--- config.mk ---
export PLATFORM = sky130hd
export DESIGN_NAME = ray_caster_top
export DESIGN_NICKNAME = d
export VERILOG_FILES = /design/src/source/raycast_pkg.sv /design/src/source/block_bus_if.sv /design/src/source/apb_block_port.sv /design/src/source/block_table_arbiter.sv /design/src/source/get_intersecting_block.sv /design/src/source/pixel_ray_gen.sv /design/src/source/ray_caster_top.sv
export SDC_FILE = /design/constraint.sdc
export NUM_CORES = 1
export LEC_CHECK = 0
export BUFFER_PORTS_ARGS = -buffer_cell sky130_fd_sc_hd__buf_4
export CAP_MARGIN = 20
export CELL_PAD_IN_SITES_DETAIL_PLACEMENT = 1
export CELL_PAD_IN_SITES_GLOBAL_PLACEMENT = 1
export CORE_AREA = 2 2 269 271
export DETAILED_ROUTE_END_ITERATION = 10
export DIE_AREA = 0 0 271 273
export PLACE_DENSITY_LB_ADDON = 0.1
export SKIP_LAST_GASP = 1
export SLEW_MARGIN = 40
export SYNTH_ARGS = -nofsm -noshare
export SYNTH_HDL_FRONTEND = slang
export SYNTH_SLANG_ARGS = --single-unit
--- constraint.sdc ---
create_clock -name clk_in -period 13 [get_ports clk_in]
set_input_delay 1.3 -clock clk_in [delete_from_list [all_inputs] [get_ports clk_in]]
set_output_delay 1.3 -clock clk_in [all_outputs]
set_load 0.02 [all_outputs]
--- src/source/raycast_pkg.sv ---
package raycast_pkg;

    ////////////////////////////////////////
    // screen and pixel geometry
    ////////////////////////////////////////

    localparam int PIX_X_W  = 11;
    localparam int PIX_Y_W  = 10;
    localparam int SCREEN_W = 1024;
    localparam int SCREEN_H = 768;

    // one extra bit so the centred direction stays signed
    localparam int DIR_X_W = PIX_X_W + 1;
    localparam int DIR_Y_W = PIX_Y_W + 1;

    ////////////////////////////////////////
    // block table
    ////////////////////////////////////////

    localparam int WORD_W    = 32;
    localparam int BLK_IDX_W = 4;
    localparam int DEPTH_W   = 9;
    localparam int COORD_W   = 11;

    // index reported when no block is hit
    localparam logic [BLK_IDX_W-1:0] NO_HIT = BLK_IDX_W'(15);

    // front face of one block, lower corner at (x, y)
    typedef struct packed {
        logic                      visible;
        logic [DEPTH_W-1:0]        z;
        logic signed [COORD_W-1:0] y;
        logic signed [COORD_W-1:0] x;
    } block_entry_t;

    // apb side sees the raw word, scanner sees the entry
    typedef union packed {
        logic [WORD_W-1:0] raw;
        block_entry_t      entry;
    } block_word_u;

    // centred ray direction plus the pixel it came from
    typedef struct packed {
        logic signed [DIR_X_W-1:0] dir_x;
        logic signed [DIR_Y_W-1:0] dir_y;
        logic [PIX_X_W-1:0]        pix_x;
        logic [PIX_Y_W-1:0]        pix_y;
    } ray_dir_t;

endpackage

--- src/source/block_bus_if.sv ---
`timescale 1ns/1ps

interface block_bus_if import raycast_pkg::*; ();

    logic                 req;
    logic                 we;
    logic [BLK_IDX_W-1:0] addr;
    block_word_u          wdata;
    logic                 gnt;
    // valid the cycle after gnt
    block_word_u          rdata;

    // request side holds req, we, addr, wdata until gnt
    modport requester (
        output req, we, addr, wdata,
        input  gnt, rdata
    );

    modport arbiter (
        input  req, we, addr, wdata,
        output gnt, rdata
    );

endinterface

--- src/source/apb_block_port.sv ---
`timescale 1ns/1ps

module apb_block_port import raycast_pkg::*; #(
    parameter int NUM_BLOCKS = 12
) (
    input  logic                 clk_in,
    input  logic                 rst_in,
    input  logic                 psel,
    input  logic                 penable,
    input  logic                 pwrite,
    input  logic [BLK_IDX_W-1:0] paddr,
    input  logic [WORD_W-1:0]    pwdata,
    output logic [WORD_W-1:0]    prdata,
    output logic                 pready,
    output logic                 pslverr,
    block_bus_if.requester       bus
);

    localparam logic [1:0] ST_IDLE    = 2'd0;
    localparam logic [1:0] ST_REQ     = 2'd1;
    localparam logic [1:0] ST_RD_WAIT = 2'd2;

    logic [1:0] state;
    logic       access;
    logic       bad_addr;

    assign access   = psel && penable;
    assign bad_addr = paddr >= BLK_IDX_W'(NUM_BLOCKS);

    // out of range addresses never reach the table
    assign bus.req   = (state == ST_REQ) && access && !bad_addr;
    assign bus.we    = pwrite;
    assign bus.addr  = paddr;
    assign bus.wdata.raw = pwdata;

    always_comb begin
        pready  = 1'b0;
        pslverr = 1'b0;
        case (state)
            ST_REQ: begin
                if (access && bad_addr) begin
                    pready  = 1'b1;
                    pslverr = 1'b1;
                end else if (access && bus.gnt && pwrite) begin
                    pready = 1'b1;
                end
            end
            ST_RD_WAIT: pready = 1'b1;
            default: pready = 1'b0;
        endcase
        prdata = (state == ST_RD_WAIT) ? bus.rdata.raw : '0;
    end

    always_ff @(posedge clk_in) begin
        if (rst_in) begin
            state <= ST_IDLE;
        end else begin
            case (state)
                ST_IDLE: if (psel) state <= ST_REQ;
                ST_REQ: begin
                    if (access && (bad_addr || (bus.gnt && pwrite))) begin
                        state <= ST_IDLE;
                    end else if (access && bus.gnt) begin
                        state <= ST_RD_WAIT;
                    end
                end
                default: state <= ST_IDLE;
            endcase
        end
    end

    // completion only inside an access phase
    a_pready_in_access: assert property (@(posedge clk_in) disable iff (rst_in)
        pready |-> psel && penable);

endmodule

--- src/source/block_table_arbiter.sv ---
`timescale 1ns/1ps

module block_table_arbiter import raycast_pkg::*; #(
    parameter int NUM_BLOCKS = 12
) (
    input  logic         clk_in,
    input  logic         rst_in,
    block_bus_if.arbiter apb_bus,
    block_bus_if.arbiter scan_bus
);

    block_word_u table_q [NUM_BLOCKS];
    block_word_u rdata_q;

    logic                 any_gnt;
    logic                 sel_we;
    logic [BLK_IDX_W-1:0] sel_addr;
    block_word_u          sel_wdata;
    logic                 in_range;

    ////////////////////////////////////////
    // fixed priority, apb first
    ////////////////////////////////////////

    always_comb begin
        apb_bus.gnt  = apb_bus.req;
        scan_bus.gnt = scan_bus.req && !apb_bus.req;
        any_gnt      = apb_bus.gnt || scan_bus.gnt;
    end

    // steer the granted side onto the table port
    always_comb begin
        if (apb_bus.gnt) begin
            sel_we    = apb_bus.we;
            sel_addr  = apb_bus.addr;
            sel_wdata = apb_bus.wdata;
        end else begin
            sel_we    = scan_bus.we;
            sel_addr  = scan_bus.addr;
            sel_wdata = scan_bus.wdata;
        end
        in_range = sel_addr < BLK_IDX_W'(NUM_BLOCKS);
    end

    ////////////////////////////////////////
    // table storage
    ////////////////////////////////////////

    // cleared to zero so every block starts invisible
    always_ff @(posedge clk_in) begin
        if (rst_in) begin
            for (int i = 0; i < NUM_BLOCKS; i++) begin
                table_q[i] <= '0;
            end
        end else if (any_gnt && sel_we && in_range) begin
            table_q[sel_addr] <= sel_wdata;
        end
    end

    always_ff @(posedge clk_in) begin
        if (any_gnt && !sel_we && in_range) begin
            rdata_q <= table_q[sel_addr];
        end
    end

    // one read register, only the side granted last cycle samples it
    assign apb_bus.rdata  = rdata_q;
    assign scan_bus.rdata = rdata_q;

    // requesters keep every granted access inside the table
    a_gnt_in_range: assert property (@(posedge clk_in) disable iff (rst_in)
        any_gnt |-> in_range);

endmodule

--- src/source/get_intersecting_block.sv ---
`timescale 1ns/1ps

module get_intersecting_block import raycast_pkg::*; #(
    parameter int NUM_BLOCKS  = 12,
    parameter int FOCAL_SHIFT = 8,
    parameter int BLOCK_SIZE  = 64
) (
    input  logic                 clk_in,
    input  logic                 rst_in,
    input  ray_dir_t             ray,
    input  logic                 ray_valid,
    output logic                 ray_ready,
    block_bus_if.requester       bus,
    output logic [PIX_X_W-1:0]   hit_x,
    output logic [PIX_Y_W-1:0]   hit_y,
    output logic [BLK_IDX_W-1:0] hit_block,
    output logic [DEPTH_W-1:0]   hit_depth,
    output logic                 hit_valid,
    input  logic                 hit_ready
);

    // wide enough for dir * z and the shifted bounds
    localparam int CMP_W = 32;

    localparam logic [1:0] ST_IDLE  = 2'd0;
    localparam logic [1:0] ST_ISSUE = 2'd1;
    localparam logic [1:0] ST_DRAIN = 2'd2;
    localparam logic [1:0] ST_DONE  = 2'd3;

    localparam logic [BLK_IDX_W-1:0] LAST_IDX = BLK_IDX_W'(NUM_BLOCKS - 1);

    logic [1:0]           state;
    ray_dir_t             ray_q;
    logic [BLK_IDX_W-1:0] idx;
    logic [BLK_IDX_W-1:0] rd_idx;
    logic                 rd_pending;
    block_entry_t         entry;

    logic signed [CMP_W-1:0] dir_x_ext;
    logic signed [CMP_W-1:0] dir_y_ext;
    logic signed [CMP_W-1:0] z_ext;
    logic signed [CMP_W-1:0] prod_x;
    logic signed [CMP_W-1:0] prod_y;
    logic signed [CMP_W-1:0] lo_x;
    logic signed [CMP_W-1:0] hi_x;
    logic signed [CMP_W-1:0] lo_y;
    logic signed [CMP_W-1:0] hi_y;
    logic                    is_hit;
    logic                    is_better;

    ////////////////////////////////////////
    // hit test on the returned entry
    ////////////////////////////////////////

    // compare dir * z against corner << FOCAL_SHIFT, no divide needed
    always_comb begin
        entry     = bus.rdata.entry;
        dir_x_ext = CMP_W'($signed(ray_q.dir_x));
        dir_y_ext = CMP_W'($signed(ray_q.dir_y));
        z_ext     = CMP_W'($signed({1'b0, entry.z}));
        prod_x    = dir_x_ext * z_ext;
        prod_y    = dir_y_ext * z_ext;
        lo_x      = CMP_W'($signed(entry.x)) <<< FOCAL_SHIFT;
        hi_x      = (CMP_W'($signed(entry.x)) + CMP_W'(BLOCK_SIZE)) <<< FOCAL_SHIFT;
        lo_y      = CMP_W'($signed(entry.y)) <<< FOCAL_SHIFT;
        hi_y      = (CMP_W'($signed(entry.y)) + CMP_W'(BLOCK_SIZE)) <<< FOCAL_SHIFT;
        is_hit    = entry.visible && (prod_x >= lo_x) && (prod_x < hi_x)
                    && (prod_y >= lo_y) && (prod_y < hi_y);
        // strict less keeps the lower index on a tie
        is_better = is_hit && ((hit_block == NO_HIT) || (entry.z < hit_depth));
    end

    // read only port into the table
    assign bus.req   = (state == ST_ISSUE);
    assign bus.we    = 1'b0;
    assign bus.addr  = idx;
    assign bus.wdata = '0;

    assign ray_ready = (state == ST_IDLE);
    assign hit_valid = (state == ST_DONE);
    assign hit_x     = ray_q.pix_x;
    assign hit_y     = ray_q.pix_y;

    ////////////////////////////////////////
    // scan control
    ////////////////////////////////////////

    always_ff @(posedge clk_in) begin
        if (rst_in) begin
            state      <= ST_IDLE;
            rd_pending <= 1'b0;
        end else begin
            rd_pending <= bus.gnt;
            case (state)
                ST_IDLE:  if (ray_valid) state <= ST_ISSUE;
                ST_ISSUE: if (bus.gnt && idx == LAST_IDX) state <= ST_DRAIN;
                // last word comes back here
                ST_DRAIN: if (rd_pending) state <= ST_DONE;
                ST_DONE:  if (hit_ready) state <= ST_IDLE;
                default:  state <= ST_IDLE;
            endcase
        end
    end

    // running best, frozen once the scan is done
    always_ff @(posedge clk_in) begin
        rd_idx <= idx;
        if (ray_valid && ray_ready) begin
            ray_q     <= ray;
            idx       <= '0;
            hit_block <= NO_HIT;
            hit_depth <= '0;
        end else begin
            if (bus.gnt) begin
                idx <= idx + 1'b1;
            end
            if (rd_pending && is_better) begin
                hit_block <= rd_idx;
                hit_depth <= entry.z;
            end
        end
    end

    a_hit_stable: assert property (@(posedge clk_in) disable iff (rst_in)
        hit_valid && !hit_ready |=> hit_valid
        && $stable({hit_x, hit_y, hit_block, hit_depth}));

endmodule

--- src/source/pixel_ray_gen.sv ---
`timescale 1ns/1ps

module pixel_ray_gen import raycast_pkg::*; (
    input  logic               clk_in,
    input  logic               rst_in,
    input  logic [PIX_X_W-1:0] pixel_x,
    input  logic [PIX_Y_W-1:0] pixel_y,
    input  logic               pixel_valid,
    output logic               pixel_ready,
    output ray_dir_t           ray,
    output logic               ray_valid,
    input  logic               ray_ready
);

    localparam logic signed [DIR_X_W-1:0] CENTER_X = DIR_X_W'(SCREEN_W / 2);
    localparam logic signed [DIR_Y_W-1:0] CENTER_Y = DIR_Y_W'(SCREEN_H / 2);

    logic signed [DIR_X_W-1:0] dir_x;
    logic signed [DIR_Y_W-1:0] dir_y;
    logic                      take;

    // camera at the origin looking down +z, screen centre on the axis
    always_comb begin
        dir_x = $signed({1'b0, pixel_x}) - CENTER_X;
        dir_y = $signed({1'b0, pixel_y}) - CENTER_Y;
    end

    // accept when empty or draining this cycle
    assign pixel_ready = !ray_valid || ray_ready;
    assign take        = pixel_valid && pixel_ready;

    always_ff @(posedge clk_in) begin
        if (rst_in) begin
            ray_valid <= 1'b0;
        end else if (pixel_ready) begin
            ray_valid <= pixel_valid;
        end
    end

    ////////////////////////////////////////
    // payload stage
    ////////////////////////////////////////

    always_ff @(posedge clk_in) begin
        if (take) begin
            ray.dir_x <= dir_x;
            ray.dir_y <= dir_y;
            ray.pix_x <= pixel_x;
            ray.pix_y <= pixel_y;
        end
    end

endmodule

--- src/source/ray_caster_top.sv ---
`timescale 1ns/1ps

module ray_caster_top import raycast_pkg::*; #(
    parameter int NUM_BLOCKS  = 12,
    parameter int FOCAL_SHIFT = 8,
    parameter int BLOCK_SIZE  = 64
) (
    input  logic                 clk_in,
    input  logic                 rst_in,
    // apb table access
    input  logic                 psel,
    input  logic                 penable,
    input  logic                 pwrite,
    input  logic [BLK_IDX_W-1:0] paddr,
    input  logic [WORD_W-1:0]    pwdata,
    output logic [WORD_W-1:0]    prdata,
    output logic                 pready,
    output logic                 pslverr,
    // pixel in
    input  logic [PIX_X_W-1:0]   pixel_x,
    input  logic [PIX_Y_W-1:0]   pixel_y,
    input  logic                 pixel_valid,
    output logic                 pixel_ready,
    // nearest hit out
    output logic [PIX_X_W-1:0]   hit_x,
    output logic [PIX_Y_W-1:0]   hit_y,
    output logic [BLK_IDX_W-1:0] hit_block,
    output logic [DEPTH_W-1:0]   hit_depth,
    output logic                 hit_valid,
    input  logic                 hit_ready
);

    ray_dir_t ray;
    logic     ray_valid;
    logic     ray_ready;

    block_bus_if apb_bus ();
    block_bus_if scan_bus ();

    apb_block_port #(.NUM_BLOCKS(NUM_BLOCKS)) u_apb (
        .clk_in, .rst_in, .psel, .penable, .pwrite, .paddr, .pwdata,
        .prdata, .pready, .pslverr, .bus(apb_bus)
    );

    block_table_arbiter #(.NUM_BLOCKS(NUM_BLOCKS)) u_arb (
        .clk_in, .rst_in, .apb_bus(apb_bus), .scan_bus(scan_bus)
    );

    pixel_ray_gen u_ray_gen (
        .clk_in, .rst_in, .pixel_x, .pixel_y, .pixel_valid, .pixel_ready,
        .ray, .ray_valid, .ray_ready
    );

    get_intersecting_block #(
        .NUM_BLOCKS(NUM_BLOCKS), .FOCAL_SHIFT(FOCAL_SHIFT), .BLOCK_SIZE(BLOCK_SIZE)
    ) u_scan (
        .clk_in, .rst_in, .ray, .ray_valid, .ray_ready, .bus(scan_bus),
        .hit_x, .hit_y, .hit_block, .hit_depth, .hit_valid, .hit_ready
    );

endmodule

Yosys cells after proc, flatten, opt, wreduce, memory -nomap -nowiden
Memories as Yosys holds them, arrays and structs flattened. A register that Yosys moved wholly into a read port is not among the register bits. Index checks and enable logic that the tools add are counted.

Add/subtract/negate cells: 5. Multipliers: 2. Div/mod/pow operators: 0. Magnitude comparators: 7. Eq/ne operators: 13. Shift operators: 0. Mux-type cells: 26. Bitwise operators: 0. Reduce and logical (&&, ||, !) cells: 35.

Operators with widths (count): 32-bit two-way mux (3); 32-bit OR reduction (1); 11-bit by 8-bit adder with 12-bit output, second input constant (2); 22-bit by 19-bit greater-or-equal comparator with 1-bit output (1); 1-bit logical AND (22); 22-bit by 20-bit < comparator with 1-bit output (1); 12-bit by 10-bit multiplier with 22-bit output (1); 21-bit by 19-bit greater-or-equal comparator with 1-bit output (1); 21-bit by 20-bit < comparator with 1-bit output (1); 11-bit by 10-bit multiplier with 21-bit output (1); 2-bit two-way mux (7); 11-bit by 10-bit subtractor with 12-bit output, second input constant (1); 1-bit two-way mux (11); 10-bit by 9-bit subtractor with 11-bit output, second input constant (1); 9-bit < comparator (1); 4-bit equality test, second input constant (2); 4-bit two-way mux (2); 2-bit by 1-bit != test with 1-bit output, second input constant (4); 2-bit one-hot mux with 4 select lines (1); 2-bit equality test, second input constant (3); 4-bit by 1-bit adder with 4-bit output, second input constant (1); 2-bit by 1-bit equality test with 1-bit output, second input constant (2); 4-bit greater-or-equal comparator, second input constant (1); 1-bit zero test (4); other kinds (9) (13).

Register bits: 115. Latch bits: 0. Memory bits (writable): 384. ROM bits: 0. Input bits: 64. Output and inout port bits: 70. Memories kept: 1.

Memories: u_arb.table_q (words 12, bits a word 32, rd ports 1, clocked after memory_dff 1, write ports 12, line block_table_arbiter.sv:12) `block_word_u table_q [NUM_BLOCKS];`.

Depth between registers and ports, before layout
Word-level depth: 13. Mapped depth: 31. Depth with buffers taken out: 29.

By module
A second synthesis with hierarchy kept.

Cell total of the unflattened synthesis: 3554. Area, all modules: 40043.4 µm².

Modules (own cells, without submodules): block_table_arbiter (instances 1, cells each 2130, area an instance 26285.2 µm², seq. area each 16335.7 µm²); get_intersecting_block (instances 1, cells each 1268, area an instance 11961.5 µm², seq. area each 1801.7 µm²); pixel_ray_gen (instances 1, cells each 57, area an instance 1069.8 µm², seq. area each 860.8 µm²); apb_block_port (instances 1, cells each 99, area an instance 726.9 µm², seq. area each 40.0 µm²).

Worst setup path before layout
No wires, ideal clock.

Path type: flip-flop to flip-flop. Start point: register u_arb.rdata_q (netlist bit u_arb.apb_bus.rdata[26]) (read register of u_arb.table_q). End point: register u_scan.hit_block[0]. Library setup time: 0.126 ns. Arrival time: 7.163 ns. Required time: 12.874 ns. Slack: 5.711 ns. Cell stages (with the launch flop): 31. Cells stage by stage: edfxtp_1 > clkbuf_1 > and2_1 > fa_1 > inv_1 > fa_1 > inv_1 > fa_1 > fa_1 > inv_1 > fa_1 > inv_1 > ha_1 > a21o_1 > a21oi_1 > o31ai_1 > o31ai_1 > nor3_1 > a211oi_1 > nor2b_1 > xnor2_1 > ha_1 > a21o_1 > a2111oi_0 > a21oi_1 > nor4b_1 > a31o_2 > o211a_1 > o211ai_1 > buf_2 > mux2i_1.

Word-level cells in the longest chain between the ends: 8.

Ends and longest elaborated chain: start: declaration (line block_table_arbiter.sv:13) `block_word_u rdata_q;`; 12-bit by 10-bit multiplier with 22-bit output (line get_intersecting_block.sv:61) `prod_x = dir_x_ext * z_ext;`; 22-bit by 19-bit greater-or-equal comparator with 1-bit output (line get_intersecting_block.sv:67) `is_hit = entry.visible && (prod_x >= lo_x) && (prod_x < hi_x)`; 1-bit logical AND (2 in a row) (line get_intersecting_block.sv:67); 1-bit logical AND (2 in a row) (line get_intersecting_block.sv:68) `&& (prod_y >= lo_y) && (prod_y < hi_y);`; 1-bit logical AND * (line get_intersecting_block.sv:70) `is_better = is_hit && ((hit_block == NO_HIT) || (entry.z < hit_depth));`; 1-bit logical AND * (line get_intersecting_block.sv:117) `if (rd_pending && is_better) begin`; end signal: assignment (line get_intersecting_block.sv:118) `hit_block <= rd_idx;`; end: declaration (line get_intersecting_block.sv:16) `output logic [BLK_IDX_W-1:0] hit_block,`.

Every way passes the cells marked *; elsewhere a longest branch is shown, timed or not. A chain may end at the register's enable or synchronous reset.

Worst setup path in the final report
Start point: register u_arb.rdata_q (netlist bit u_arb.apb_bus.rdata[28]) (read register of u_arb.table_q). End point: register u_scan.hit_depth[8].

Word-level cells in the longest chain between the ends: 8.

Ends and longest elaborated chain: 12-bit by 10-bit multiplier with 22-bit output (line get_intersecting_block.sv:61); 22-bit by 19-bit greater-or-equal comparator with 1-bit output (line get_intersecting_block.sv:67); 1-bit logical AND (2 in a row) (line get_intersecting_block.sv:67); 1-bit logical AND (2 in a row) (line get_intersecting_block.sv:68); 1-bit logical AND * (line get_intersecting_block.sv:70); 1-bit logical AND * (line get_intersecting_block.sv:117); end signal: assignment (line get_intersecting_block.sv:119) `hit_depth <= entry.z;`; end: declaration (line get_intersecting_block.sv:17) `output logic [DEPTH_W-1:0] hit_depth,`.

Marked as above.

==> impl_metrics.csv <==
group,metric,value,unit
floorplan,die_h,273,µm
sta,setup_tns,0,ns
sta,worst_slew_pin_slew,0.865,ns
clock_network,cts_resized,0,
sta,max_clock_freq,0.124,GHz
synth,yosys.cell_types.count,60,
layout,nNetsFinal,3413,
flow_run,maxCapViolCount,0,
min_path,hold_start,"u_ray_gen.ray[10]$_DFFE_PP_",
detailed_routing,dr.first_iter.drc_count,1852,
sta,report.final.slew_viol_count,0,
clock_network,htreeDepth,3,
sta,hold_violations,0,
layout,fin_util,56.1,%
synth,yosysWarnings,0,
synth,ys_ff_latch,627,
detailed_routing,finalWirelength,95400,µm
grt,grt_pass1_vias,25100,
floorplan,io_pins,134,
synth,synth_edf_count,600,
place,postPlaceCellArea,37600,µm²
synth,synth_flop_cell,"edfxtp_1",
sta,setup_viol,0,
place,portBuffers,133,
clock_network,cts_setup_buffers,0,
detailed_routing,dr.pass1.iters,5,
grt,grt_util_all_layers,26.6,%
sta,setup_ws,4.95,ns
worst_setup_path,cp_top_family,"adder cells",
worst_setup_path,path_buf_inv,6,
detailed_routing,drc,0,
synth,postSynthAreaPerCell,12.6,µm²
floorplan,coreArea,71000,µm²
floorplan,initial_core_util,49.6,%
worst_setup_path,cp-startpoint,"u_arb.apb_bus.rdata[28]$_DFFE_PP_",
grt,grt_pass1_wl,148000,µm
layout,final_area,39800,µm²
worst_setup_path,worstPathMaxFanout,14,
worst_setup_path,r2r-start,"u_arb.apb_bus.rdata[28]$_DFFE_PP_",
clock_network,holdBufCountCts,0,
clock_network,cts-root-buf,"clkbuf_16",
floorplan,die_w,271,µm
layout,nFillCells,7153,
worst_setup_path,startpoint_type,"flop",
outcome,outcome,"complete, no violations",
worst_setup_path,cp_slowest_stage_delay,0.60,ns
layout,area_delta_synth_final,13.1,%
synth,netlist_instances,2798,
min_path,hold_class,"flop to flop",
clock_network,cts_buffers,71,
grt,grt_start_max_net_pins,100,
detailed_routing,vias_per_cell,5.57,
sta,post-route-min-period,8.05,ns
detailed_routing,num_vias,22400,
sta,post-route-period-util,61.9,%
worst_setup_path,worst_path_max_delay_cell,"edfxtp_1",
worst_setup_path,path_class,"flop to flop",
worst_setup_path,required,13.48,ns
grt,antenna_found_initial,1,
floorplan,num_rows,98,
detailed_routing,drtAntennaViolNets,0,
place,gp_congestion,0.843,
worst_setup_path,end_kind,"flop",
place,post-dp-hpwl,62700,µm
clock_network,cts_tree,"yes",
clock_network,cts.sinks,627,
worst_setup_path,crit_top_cell,"fa_1",
layout,drive_gt1_share,14.1,%
synth,syn_area,35200,µm²
worst_setup_path,cp.arrival,8.53,ns
synth,yosysSeqAreaShare,52.7,%
clock_network,clkLatencyLatePin,0.62,ns
floorplan,dieArea,74000,µm²
place,preCtsSetupSlack,4.92,ns
clock_network,path_clk_slew,0.06,ns
sta,slew_headroom,41.6,%
detailed_routing,post_drt_wl_per_cell,23.8,µm
worst_setup_path,ff2ff_setup_slack,4.95,ns
clock_network,clock_path_buffers,3,
sta,rsz0062_at_grt,"false",
synth,async_flop_share,0,%
grt,grt_overflow,0,
sta,skew,0.0257,ns
[registers in the layout, indices dropped and copies added (netlist names)]
| register | cells |
|---|---|
| u_arb.table_q | 512 |
| u_apb.state | 2 |
| u_scan.hit_y | 10 |
| u_scan.bus.addr | 4 |
| u_scan.state | 2 |
| u_scan.rd_pending | 1 |
| u_arb.apb_bus.rdata | 32 |
| u_scan.hit_block | 4 |
| u_ray_gen.ray | 28 |
| u_ray_gen.ray_valid | 1 |
| u_scan.hit_depth | 9 |
| u_scan.dir_x_ext | 3 |
| u_scan.rd_idx | 4 |
| u_scan.hit_x | 11 |
| u_scan.dir_y_ext | 4 |
[Yosys cell counts, types with 34 or more instances]
library cell / number / area (µm²)
a21oi_1: 55 / 275
fa_1: 181 / 3620
nor2_1: 434 / 1630
a211oi_1: 34 / 255
inv_1: 304 / 1140
nand2_1: 232 / 871
ha_1: 158 / 1980
mux4_2: 128 / 2880
edfxtp_1: 600 / 18000
clkbuf_1: 110 / 413
a31oi_1: 36 / 225
and2_1: 177 / 1110
xnor2_1: 40 / 350
[cells by family after synthesis]
logic type | count (synthesis) | share of synthesized area [%]
compound gates | 218 | 4.09
xor+xnor | 53 | 1.32
fa+ha+maj | 339 | 15.9
buf+inv | 477 | 5.43
flops | 627 | 52.7
mux | 144 | 8.65
other cells | 1 | 0.0107
simple gates | 939 | 11.9
[per-stage QoR]
stage | std cells | hold slack (ns)
after floorplan | 2925 | 0.381
after detailed placement | 3886 | 0.407
final | 4012 | 0.418
after CTS | 4010 | 0.421
after global placement | 3881 | 0.403
after global routing | 4011 | 0.427
[routing by layer]
layer  vias up  part of all wire [%]  track usage [%]
met4         2                   3.1             8.33
met2       654                    51             47.3
met5         -                 0.016                0
met1     11600                    40             33.6
li1       9894                     -                -
met3       186                   5.6             3.99
[layout by cell type (no fill, tap or decap), types with 5 or more instances in the layout]
cell type  Yosys  routed
edfxtp_1     600     600
nor2_1       434     433
inv_1        304     303
nand2_1      232     232
fa_1         181     181
and2_1       177     177
buf_4         22     177
ha_1         158     158
mux4_2       128     128
conb_1         1     128
clkbuf_16      0      71
a21oi_1       55      54
xnor2_1       40      40
a31oi_1       36      36
a211oi_1      34      34
dfxtp_1       27      27
nand3_1       23      23
o21ai_0       23      23
clkinv_1       0      16
clkbuf_1     110      16
a21o_1        15      15
nor3_1        14      14
mux2i_1       15      14
o21a_1        13      13
xor2_1        13      13
nand2b_2       0      12
nand2b_1      20       8
o31ai_1        8       8
clkinv_2       0       8
nor2b_1        7       7
nand4_1        6       6
buf_8          0       6
nand3b_1       5       5
or3_1          5       5
o21bai_1       5       5
[final timing paths]
path / cells past startpoint / endpoint
max: 30 / u_scan.hit_depth[8]$_SDFFE_PP0P_
min: 0 / u_scan.hit_x[0]$_DFFE_PP_
max reg2reg: 30 / u_scan.hit_depth[8]$_SDFFE_PP0P_
min reg2reg: 0 / u_scan.hit_x[0]$_DFFE_PP_
[cell type report]
class	count	area [µm²]	share of cell area [%]
Sequential cell	627	18600	46.6
Multi-Input combinational cell	1821	15300	38.5
Clock buffer	88	1850	4.65
Timing Repair Buffer	185	1450	3.64
Tap cell	950	1190	2.98
Inverter	304	1140	2.86
Clock inverter	36	319	0.801
Antenna cell	1	2.50	0.00628
Power is not shown: default switching activity piles up to over one toggle a cycle in this logic, so the estimate is an artifact.
